--- src/hw/perf_defs_pkg.sv ---
// performance monitor definitions
// counter, timestamp and stream field widths
package perf_defs_pkg;

   ///////////////////////////////////////////////////////////////////////
   // widths
   ///////////////////////////////////////////////////////////////////////

   // packet counters
   localparam int CNT_W = 64;

   // free-running timebase and logged timestamps
   localparam int TS_W = 64;

   // rx error field, one bit per error class
   localparam int ERR_W = 6;

   ///////////////////////////////////////////////////////////////////////
   // types
   ///////////////////////////////////////////////////////////////////////

   typedef logic [CNT_W-1:0] cnt_t;

   typedef logic [TS_W-1:0] ts_t;

endpackage

--- src/hw/status_map_pkg.sv ---
// status register map
// bus widths, register offsets and fixed read words
package status_map_pkg;

   // full bus address and the offset inside this block
   localparam int BUS_ADDR_W = 16;
   localparam int REG_ADDR_W = 6;
   localparam int BUS_DATA_W = 32;

   typedef logic [BUS_DATA_W-1:0] status_word_t;

   ///////////////////////////////////////////////////////////////////////
   // register offsets
   ///////////////////////////////////////////////////////////////////////

   typedef enum logic [REG_ADDR_W-1:0] {
      REG_SCRATCH     = 6'h00,
      REG_ID          = 6'h01,
      REG_FEATURES    = 6'h02,
      REG_CTRL        = 6'h18,
      REG_TX_CNT_LO   = 6'h19,
      REG_TX_CNT_HI   = 6'h1A,
      REG_RX_CNT_LO   = 6'h1B,
      REG_RX_CNT_HI   = 6'h1C,
      REG_RX_GOOD_LO  = 6'h1D,
      REG_RX_GOOD_HI  = 6'h1E,
      REG_TX_START_LO = 6'h1F,
      REG_TX_START_HI = 6'h20,
      REG_TX_END_LO   = 6'h21,
      REG_TX_END_HI   = 6'h22,
      REG_RX_START_LO = 6'h23,
      REG_RX_START_HI = 6'h24,
      REG_RX_END_LO   = 6'h25,
      REG_RX_END_HI   = 6'h26
   } reg_addr_e;

   // ascii CLNT
   localparam status_word_t ID_WORD = "CLNT";

   localparam status_word_t UNMAPPED_WORD = 32'h0000_0123;

endpackage

--- src/hw/perf_snapshot_if.sv ---
// frozen performance values
// snapshot registers towards the register block
`timescale 1ns/100ps

interface perf_snapshot_if;
   import perf_defs_pkg::*;

   cnt_t tx_pkt_cnt;
   cnt_t rx_pkt_cnt;
   cnt_t rx_good_cnt;

   ts_t  tx_start_ts;
   ts_t  tx_end_ts;
   ts_t  rx_start_ts;
   ts_t  rx_end_ts;

   modport source (output tx_pkt_cnt, rx_pkt_cnt, rx_good_cnt,
                   tx_start_ts, tx_end_ts, rx_start_ts, rx_end_ts);

   modport sink (input tx_pkt_cnt, rx_pkt_cnt, rx_good_cnt,
                 tx_start_ts, tx_end_ts, rx_start_ts, rx_end_ts);

endinterface

--- src/hw/perf_snapshot.sv ---
// performance timebase and snapshot
// free-running cycle counter, live values frozen while stalled
`timescale 1ns/100ps

module perf_snapshot (
   input  logic                i_clk_status,
   input  logic                i_clear,
   input  logic                i_stall,
   output perf_defs_pkg::ts_t  o_timebase,
   input  perf_defs_pkg::cnt_t i_tx_pkt_cnt,
   input  perf_defs_pkg::cnt_t i_rx_pkt_cnt,
   input  perf_defs_pkg::cnt_t i_rx_good_cnt,
   input  perf_defs_pkg::ts_t  i_tx_start_ts,
   input  perf_defs_pkg::ts_t  i_tx_end_ts,
   input  perf_defs_pkg::ts_t  i_rx_start_ts,
   input  perf_defs_pkg::ts_t  i_rx_end_ts,
   perf_snapshot_if.source     snap
);

   // timebase, one tick per status clock
   always_ff @(posedge i_clk_status) begin
      if (i_clear) begin
         o_timebase <= '0;
      end else begin
         o_timebase <= o_timebase + 1'b1;
      end
   end

   ///////////////////////////////////////////////////////////////////////
   // readable copy
   ///////////////////////////////////////////////////////////////////////

   // live values keep running underneath a stall
   always_ff @(posedge i_clk_status) begin
      if (!i_stall) begin
         snap.tx_pkt_cnt  <= i_tx_pkt_cnt;
         snap.rx_pkt_cnt  <= i_rx_pkt_cnt;
         snap.rx_good_cnt <= i_rx_good_cnt;
         snap.tx_start_ts <= i_tx_start_ts;
         snap.tx_end_ts   <= i_tx_end_ts;
         snap.rx_start_ts <= i_rx_start_ts;
         snap.rx_end_ts   <= i_rx_end_ts;
      end
   end

endmodule

--- src/hw/pkt_perf_top.sv ---
// packet client performance monitor
// tx and rx monitors, snapshot and status registers on the status clock
`timescale 1ns/100ps

module pkt_perf_top #(
   parameter logic [5:0]                   STATUS_ADDR_PREFIX = 6'b000100,
   parameter status_map_pkg::status_word_t FEATURES           = '0
) (
   input  logic                                  i_clk_status,
   input  logic                                  perf_count_rst,
   input  logic                                  i_tx_valid,
   input  logic                                  i_tx_ready,
   input  logic                                  i_tx_sop,
   input  logic                                  i_tx_eop,
   input  logic                                  i_rx_valid,
   input  logic                                  i_rx_sop,
   input  logic                                  i_rx_eop,
   input  logic [perf_defs_pkg::ERR_W-1:0]       i_rx_error,
   input  logic [status_map_pkg::BUS_ADDR_W-1:0] i_status_addr,
   input  logic                                  i_status_read,
   input  logic                                  i_status_write,
   input  status_map_pkg::status_word_t          i_status_writedata,
   output status_map_pkg::status_word_t          o_status_readdata,
   output logic                                  o_status_readdata_valid
);
   import perf_defs_pkg::*;

   ts_t  timebase;
   cnt_t tx_pkt_cnt;
   cnt_t rx_pkt_cnt;
   cnt_t rx_good_cnt;
   ts_t  tx_start_ts;
   ts_t  tx_end_ts;
   ts_t  rx_start_ts;
   ts_t  rx_end_ts;
   logic perf_clear;
   logic snap_stall;

   perf_snapshot_if snap_if ();

   tx_perf_monitor u_tx_mon (
      .i_clk_status (i_clk_status),
      .i_clear      (perf_clear),
      .i_valid      (i_tx_valid),
      .i_ready      (i_tx_ready),
      .i_sop        (i_tx_sop),
      .i_eop        (i_tx_eop),
      .i_timebase   (timebase),
      .o_pkt_cnt    (tx_pkt_cnt),
      .o_start_ts   (tx_start_ts),
      .o_end_ts     (tx_end_ts)
   );

   rx_perf_monitor u_rx_mon (
      .i_clk_status (i_clk_status),
      .i_clear      (perf_clear),
      .i_valid      (i_rx_valid),
      .i_sop        (i_rx_sop),
      .i_eop        (i_rx_eop),
      .i_error      (i_rx_error),
      .i_timebase   (timebase),
      .o_pkt_cnt    (rx_pkt_cnt),
      .o_good_cnt   (rx_good_cnt),
      .o_start_ts   (rx_start_ts),
      .o_end_ts     (rx_end_ts)
   );

   perf_snapshot u_snapshot (
      .i_clk_status  (i_clk_status),
      .i_clear       (perf_clear),
      .i_stall       (snap_stall),
      .o_timebase    (timebase),
      .i_tx_pkt_cnt  (tx_pkt_cnt),
      .i_rx_pkt_cnt  (rx_pkt_cnt),
      .i_rx_good_cnt (rx_good_cnt),
      .i_tx_start_ts (tx_start_ts),
      .i_tx_end_ts   (tx_end_ts),
      .i_rx_start_ts (rx_start_ts),
      .i_rx_end_ts   (rx_end_ts),
      .snap          (snap_if.source)
   );

   status_regs #(
      .STATUS_ADDR_PREFIX (STATUS_ADDR_PREFIX),
      .FEATURES           (FEATURES)
   ) u_status_regs (
      .i_clk_status            (i_clk_status),
      .perf_count_rst          (perf_count_rst),
      .i_status_addr           (i_status_addr),
      .i_status_read           (i_status_read),
      .i_status_write          (i_status_write),
      .i_status_writedata      (i_status_writedata),
      .o_status_readdata       (o_status_readdata),
      .o_status_readdata_valid (o_status_readdata_valid),
      .o_perf_clear            (perf_clear),
      .o_snap_stall            (snap_stall),
      .snap                    (snap_if.sink)
   );

endmodule

--- src/hw/rx_perf_monitor.sv ---
// receive performance monitor
// counts all and error-free packets, logs first sop and last eop times
`timescale 1ns/100ps

module rx_perf_monitor (
   input  logic                             i_clk_status,
   input  logic                             i_clear,
   input  logic                             i_valid,
   input  logic                             i_sop,
   input  logic                             i_eop,
   input  logic [perf_defs_pkg::ERR_W-1:0]  i_error,
   input  perf_defs_pkg::ts_t               i_timebase,
   output perf_defs_pkg::cnt_t              o_pkt_cnt,
   output perf_defs_pkg::cnt_t              o_good_cnt,
   output perf_defs_pkg::ts_t               o_start_ts,
   output perf_defs_pkg::ts_t               o_end_ts
);
   import perf_defs_pkg::*;

   logic             valid_q1, sop_q1, eop_q1;
   logic             valid_q2, sop_q2, eop_q2;
   logic [ERR_W-1:0] error_q1;
   logic [ERR_W-1:0] error_q2;
   logic             got_sop;
   logic             got_eop;
   logic             start_logged;

   always_ff @(posedge i_clk_status) begin
      valid_q1 <= i_valid;
      sop_q1   <= i_sop;
      eop_q1   <= i_eop;
      error_q1 <= i_error;
      valid_q2 <= valid_q1;
      sop_q2   <= sop_q1;
      eop_q2   <= eop_q1;
      error_q2 <= error_q1;
   end

   // no back-pressure on rx, valid alone qualifies a beat
   assign got_sop = valid_q2 & sop_q2;
   assign got_eop = valid_q2 & eop_q2;

   always_ff @(posedge i_clk_status) begin
      if (i_clear) begin
         o_pkt_cnt    <= '0;
         o_good_cnt   <= '0;
         start_logged <= 1'b0;
         o_start_ts   <= '0;
         o_end_ts     <= '0;
      end else begin
         if (got_eop) begin
            o_pkt_cnt <= o_pkt_cnt + 1'b1;
            o_end_ts  <= i_timebase;
            if (error_q2 == '0) begin
               o_good_cnt <= o_good_cnt + 1'b1;
            end
         end
         if (got_sop) begin
            start_logged <= 1'b1;
         end
         if (!start_logged) begin
            o_start_ts <= i_timebase;
         end
      end
   end

endmodule

--- src/hw/status_regs.sv ---
// status register block
// bus decode, scratch and control registers, snapshot read-back
`timescale 1ns/100ps

module status_regs #(
   parameter logic [5:0]                   STATUS_ADDR_PREFIX = 6'b000100,
   parameter status_map_pkg::status_word_t FEATURES           = '0
) (
   input  logic                                  i_clk_status,
   input  logic                                  perf_count_rst,
   input  logic [status_map_pkg::BUS_ADDR_W-1:0] i_status_addr,
   input  logic                                  i_status_read,
   input  logic                                  i_status_write,
   input  status_map_pkg::status_word_t          i_status_writedata,
   output status_map_pkg::status_word_t          o_status_readdata,
   output logic                                  o_status_readdata_valid,
   output logic                                  o_perf_clear,
   output logic                                  o_snap_stall,
   perf_snapshot_if.sink                         snap
);
   import status_map_pkg::*;

   logic         read_r;
   logic         write_r;
   logic         sel_r;
   reg_addr_e    offset_r;
   status_word_t writedata_r;

   status_word_t scratch;
   logic         ctrl_stall;
   logic         ctrl_log_reset;

   ///////////////////////////////////////////////////////////////////////
   // bus capture
   ///////////////////////////////////////////////////////////////////////

   always_ff @(posedge i_clk_status) begin
      if (perf_count_rst) begin
         read_r  <= 1'b0;
         write_r <= 1'b0;
         sel_r   <= 1'b0;
      end else begin
         read_r  <= i_status_read;
         write_r <= i_status_write;
         sel_r   <= (i_status_addr[BUS_ADDR_W-1:REG_ADDR_W] == {STATUS_ADDR_PREFIX, 4'b0000});
      end
   end

   always_ff @(posedge i_clk_status) begin
      offset_r    <= reg_addr_e'(i_status_addr[REG_ADDR_W-1:0]);
      writedata_r <= i_status_writedata;
   end

   // writable registers, everything else read-only
   always_ff @(posedge i_clk_status) begin
      if (perf_count_rst) begin
         scratch        <= '0;
         ctrl_stall     <= 1'b0;
         ctrl_log_reset <= 1'b0;
      end else if (write_r && sel_r) begin
         case (offset_r)
            REG_SCRATCH: scratch <= writedata_r;
            REG_CTRL: begin
               ctrl_stall     <= writedata_r[1];
               ctrl_log_reset <= writedata_r[0];
            end
            default: ;
         endcase
      end
   end

   // counters and timebase held in clear while this is high
   always_ff @(posedge i_clk_status) begin
      o_perf_clear <= perf_count_rst | ctrl_log_reset;
   end

   assign o_snap_stall = ctrl_stall;

   ///////////////////////////////////////////////////////////////////////
   // read-back
   ///////////////////////////////////////////////////////////////////////

   always_ff @(posedge i_clk_status) begin
      if (perf_count_rst) begin
         o_status_readdata_valid <= 1'b0;
      end else begin
         o_status_readdata_valid <= read_r & sel_r;
      end
   end

   always_ff @(posedge i_clk_status) begin
      if (read_r && sel_r) begin
         case (offset_r)
            REG_SCRATCH:     o_status_readdata <= scratch;
            REG_ID:          o_status_readdata <= ID_WORD;
            REG_FEATURES:    o_status_readdata <= FEATURES;
            REG_CTRL:        o_status_readdata <= {{(BUS_DATA_W-2){1'b0}},
                                                   ctrl_stall, ctrl_log_reset};
            REG_TX_CNT_LO:   o_status_readdata <= snap.tx_pkt_cnt[BUS_DATA_W-1:0];
            REG_TX_CNT_HI:   o_status_readdata <= snap.tx_pkt_cnt[2*BUS_DATA_W-1:BUS_DATA_W];
            REG_RX_CNT_LO:   o_status_readdata <= snap.rx_pkt_cnt[BUS_DATA_W-1:0];
            REG_RX_CNT_HI:   o_status_readdata <= snap.rx_pkt_cnt[2*BUS_DATA_W-1:BUS_DATA_W];
            REG_RX_GOOD_LO:  o_status_readdata <= snap.rx_good_cnt[BUS_DATA_W-1:0];
            REG_RX_GOOD_HI:  o_status_readdata <= snap.rx_good_cnt[2*BUS_DATA_W-1:BUS_DATA_W];
            REG_TX_START_LO: o_status_readdata <= snap.tx_start_ts[BUS_DATA_W-1:0];
            REG_TX_START_HI: o_status_readdata <= snap.tx_start_ts[2*BUS_DATA_W-1:BUS_DATA_W];
            REG_TX_END_LO:   o_status_readdata <= snap.tx_end_ts[BUS_DATA_W-1:0];
            REG_TX_END_HI:   o_status_readdata <= snap.tx_end_ts[2*BUS_DATA_W-1:BUS_DATA_W];
            REG_RX_START_LO: o_status_readdata <= snap.rx_start_ts[BUS_DATA_W-1:0];
            REG_RX_START_HI: o_status_readdata <= snap.rx_start_ts[2*BUS_DATA_W-1:BUS_DATA_W];
            REG_RX_END_LO:   o_status_readdata <= snap.rx_end_ts[BUS_DATA_W-1:0];
            REG_RX_END_HI:   o_status_readdata <= snap.rx_end_ts[2*BUS_DATA_W-1:BUS_DATA_W];
            default:         o_status_readdata <= UNMAPPED_WORD;
         endcase
      end
   end

endmodule

--- src/hw/tx_perf_monitor.sv ---
// transmit performance monitor
// counts accepted packets and logs first sop and last eop times
`timescale 1ns/100ps

module tx_perf_monitor (
   input  logic                i_clk_status,
   input  logic                i_clear,
   input  logic                i_valid,
   input  logic                i_ready,
   input  logic                i_sop,
   input  logic                i_eop,
   input  perf_defs_pkg::ts_t  i_timebase,
   output perf_defs_pkg::cnt_t o_pkt_cnt,
   output perf_defs_pkg::ts_t  o_start_ts,
   output perf_defs_pkg::ts_t  o_end_ts
);

   logic valid_q1, ready_q1, sop_q1, eop_q1;
   logic valid_q2, ready_q2, sop_q2, eop_q2;
   logic acc_sop;
   logic acc_eop;
   logic start_logged;

   // two sampling stages on the handshake
   always_ff @(posedge i_clk_status) begin
      valid_q1 <= i_valid;
      ready_q1 <= i_ready;
      sop_q1   <= i_sop;
      eop_q1   <= i_eop;
      valid_q2 <= valid_q1;
      ready_q2 <= ready_q1;
      sop_q2   <= sop_q1;
      eop_q2   <= eop_q1;
   end

   assign acc_sop = valid_q2 & ready_q2 & sop_q2;
   assign acc_eop = valid_q2 & ready_q2 & eop_q2;

   always_ff @(posedge i_clk_status) begin
      if (i_clear) begin
         o_pkt_cnt    <= '0;
         start_logged <= 1'b0;
         o_start_ts   <= '0;
         o_end_ts     <= '0;
      end else begin
         if (acc_eop) begin
            o_pkt_cnt <= o_pkt_cnt + 1'b1;
            o_end_ts  <= i_timebase;
         end
         if (acc_sop) begin
            start_logged <= 1'b1;
         end
         // tracks the timebase until the first accepted sop
         if (!start_logged) begin
            o_start_ts <= i_timebase;
         end
      end
   end

endmodule

--- config.mk ---
export PLATFORM = sky130hd
export DESIGN_NAME = pkt_perf_top
export DESIGN_NICKNAME = d
export VERILOG_FILES = /design/src/hw/perf_defs_pkg.sv /design/src/hw/status_map_pkg.sv /design/src/hw/perf_snapshot_if.sv /design/src/hw/perf_snapshot.sv /design/src/hw/pkt_perf_top.sv /design/src/hw/rx_perf_monitor.sv /design/src/hw/status_regs.sv /design/src/hw/tx_perf_monitor.sv
export SDC_FILE = /design/constraint.sdc
export NUM_CORES = 2
export LEC_CHECK = 0
export ABC_CLOCK_PERIOD_IN_PS = 8990
export BUFFER_PORTS_ARGS = -buffer_cell sky130_fd_sc_hd__clkbuf_2
export CORE_ASPECT_RATIO = 0.8
export CORE_MARGIN = 10
export CORE_UTILIZATION = 55
export CTS_CLUSTER_DIAMETER = 30
export DETAILED_ROUTE_END_ITERATION = 16
export GPL_TIMING_DRIVEN = 0
export PLACE_DENSITY = 0.73
export REMOVE_ABC_BUFFERS = 1
export SETUP_SLACK_MARGIN = 0.4
export SYNTH_ARGS = -nofsm -noshare
export SYNTH_HDL_FRONTEND = slang
export SYNTH_SLANG_ARGS = --single-unit
--- constraint.sdc ---
create_clock -name i_clk_status -period 8.99 [get_ports i_clk_status]
set_input_delay 0.4495 -clock i_clk_status [delete_from_list [all_inputs] [get_ports i_clk_status]]
set_output_delay 0.4495 -clock i_clk_status [all_outputs]
set_load 0.02 [all_outputs]
==> results.py <==
metrics = {
    "yosys": {
        "avgSynthCellArea_um2": 11.23,
        "ys_ff_latch": 1097,
        "synth_area_um2": 41150,
        "yosys_warnings": 0,
        "synth_edf_count": 480,
        "yosysTopAreaCell": "edfxtp_1",
        "yosysUniqueCellTypes": 58,
        "ys_async_sr_fraction": 0,
        "yosysSeqAreaShare": 0.6504,
        "synth_cells": 3666,
        "synth_top_area_share": 0.3502,
        "synthTopCellsByArea": "edfxtp_1 35%, dfxtp_1 30%, nand2_1 4.1%",
        "synthFlopType": "dfxtp_1",
    },
    "clocking": {
        "cts_resized": 0,
        "worst_skew_pair.late_latency_ns": 0.76,
        "htree_levels": 4,
        "hold_buffers": 55,
        "cts_buffers": 152,
        "clkTransAtPathRegs_ns": 0.06,
        "clock_path_buffers": 3,
        "cts_sinks": 1097,
        "cts-root-buf": "clkbuf_16",
        "cts_setup_buffers": 0,
        "cts_tree": "built",
    },
    "finish": {
        "fin_cells": 4873,
        "num-nets-final": 3812,
        "fin_util": 0.6556,
        "drive_above_1_share": 0.1144,
        "area_delta_synth_final_pct": 17.79,
    },
    "global_routing": {
        "grt-ovfl-total": 0,
        "grt_pass1_wl_mm": 170.1,
        "track_usage": 0.2541,
        "grt_pass1_vias": 28420,
        "grt_max_degree": 134,
        "antenna_found_initial": 1,
    },
    "critical_path": {
        "endpoint_kind": "flip-flop",
        "path_class": "reg -> reg",
        "start_kind": "flip-flop",
        "crit_arrival_ns": 4.46,
        "cp_max_fo": 36,
        "slowest_delay_ns": 1.25,
        "critPathSlowestCell": "and2_1",
        "critPathRequiredTime_ns": 9.55,
        "path_cells": "and4bb_2 > and2_1 > a22oi_1 > nand3_1 > or3_1",
    },
    "timing": {
        "fin_crit_ns": 3.903,
        "fmax_ghz": 0.2562,
        "relSlewSlack": 0.006827,
        "post-route-period-util": 0.4342,
        "finalSetupViolCount": 0,
        "worst_pin_slew_ns": 1.490,
        "grt_setup_unrepaired": "false",
        "fin_skew_ns": 0.03062,
        "hold_viol_final": 0,
        "finalMaxSlewViolations": 0,
    },
    "job": {
        "max-cap-violations": 0,
    },
    "power_and_ir_drop": {
        "leakage_uw": 0.01755,
        "irDropWorstVdd_v": 0.0001843,
        "power.density_nw_per_um2": 238.5,
    },
    "routing": {
        "vias_per_cell": 6.174,
        "route.vias.total": 30080,
        "drt_iter0_drc": 3637,
        "remaining_drc_errors": 0,
        "wirelength_mm": 113.3,
        "ant_nets": 0,
        "wire_per_inst_um": 23.24,
        "dr.pass1.iters": 9,
    },
    "place": {
        "hpwl_mm": 69.73,
        "gp_routability_congestion": 0.9512,
        "dp_cells": 4534,
        "io_buffers": 97,
    },
    "floorplan": {
        "design.core.area_um2": 73940,
        "dieWidth_um": 325.8,
        "placementRows": 89,
        "die_area_um2": 86230,
        "fp.dieH_um": 264.7,
        "initial_core_util": 0.5566,
        "io_pins": 98,
    },
    "outcome": {
        "status": "finished clean",
    },
    "worst_hold_path": {
        "hold_path_class": "reg -> reg",
    },
}
layout make-up:
| type | count | area (um2) |
|---|---|---|
| antenna | 1 | 2.502 |
| clock buffer | 186 | 4126 |
| clock inverter | 96 | 1174 |
| fill | 5493 | 25470 |
| inverter | 43 | 168.9 |
| multi-input combinational | 2268 | 13330 |
| sequential | 1097 | 26780 |
| tap | 1001 | 1252 |
| timing repair buffer | 181 | 1640 |
power breakdown:
group	internal (uW)	switching, uW
sequential	5190	35.4
combinational	67.6	120
clock	3860	2290
total	9110	2450
cells by family (layout without fill, tap and decap cells):
kind of cell / after synthesis / after routing / synth area share
AND/OR/NAND/NOR: 1414 / 1414 / 0.1690
flip-flops: 1097 / 1097 / 0.6504
AO/OA/AOI/OAI: 581 / 581 / 0.08923
buffers and inverters: 301 / 506 / 0.02824
multiplexers: 138 / 138 / 0.03402
XOR/XNOR: 131 / 131 / 0.02788
adder cells (fa/ha/maj): 4 / 4 / 0.001216
other: 0 / 1 / 0
worst max-delay path: cells and delay by family, from the launching register on:
| family | cells | cell delay (ns) |
|---|---|---|
| simple gates | 4 | 2.80 |
| flops | 1 | 0.56 |
| compound gates | 1 | 0.28 |
stage by stage:
step | cell area (um2) | hold WS (ns) | setup slack, ns | power (uW) | setup TNS (ns)
floorplan | 40150 | 0.3096 | -0.7402 | 5392 | -359.60
global placement | 41890 | 0.3105 | -6.083 | 5479 | -4962.87
detailed placement | 42600 | 0.3121 | 5.087 | 5490 | 0
CTS | 48450 | 0.2916 | 5.038 | 11610 | 0
global route | 48470 | 0.3259 | 4.919 | 11850 | 0
finish | 48470 | 0.3245 | 5.087 | 11560 | 0
cells in the final DEF, fill, tap and decap left out, types with 65 or more instances in the layout:
| master | synthesis | layout |
|---|---|---|
| dfxtp_1 | 617 | 614 |
| edfxtp_1 | 480 | 480 |
| nand2_1 | 452 | 451 |
| nor2_1 | 300 | 299 |
| a21oi_1 | 275 | 275 |
| nand3_1 | 173 | 171 |
| clkbuf_16 | 0 | 156 |
| mux2i_1 | 132 | 132 |
| nand4_1 | 120 | 120 |
| a22oi_1 | 100 | 100 |
| clkbuf_2 | 2 | 97 |
| xnor2_1 | 73 | 73 |
| or3_1 | 70 | 70 |
| o21ai_0 | 65 | 65 |
final timing paths:
path                                   from                                   to  slack [ns]  depth (start not counted)
hold / removal            u_tx_mon.valid_q1                    u_tx_mon.valid_q2        0.32                          0
hold reg to reg           u_tx_mon.valid_q1                    u_tx_mon.valid_q2        0.32                          0
setup reg to reg  u_status_regs.offset_r[2]  u_status_regs.o_status_readdata[14]        5.09                          5
setup / recovery  u_status_regs.offset_r[2]  u_status_regs.o_status_readdata[14]        5.09                          5
synth_stat cells, types with 10 or more instances:
cell type  count
nand3_1      173
or4_1         49
inv_1         43
a222oi_1      33
o21ai_0       65
mux2i_1      132
nand2_1      452
a21oi_1      275
buf_1         32
and2_1        31
nor3_1        37
o31ai_1       42
buf_2         18
nor2b_1       10
xnor2_1       73
and4_1        26
nor4_1        47
clkbuf_1     205
dfxtp_1      617
nor2_1       300
a22oi_1      100
a221oi_1      18
xor2_1        58
nand4_1      120
or3_1         70
a22o_1        26
edfxtp_1     480
and3_1        60
per-layer routing:
layer	global-route usage	wire, um	vias up
met4	0.1003	3604	0
li1	-	-	13580
met5	0	0	-
met2	0.3750	49510	1499
met3	0.05781	11340	207
met1	0.3610	48800	14800
Note: power is estimated with default switching activity, not from simulation.
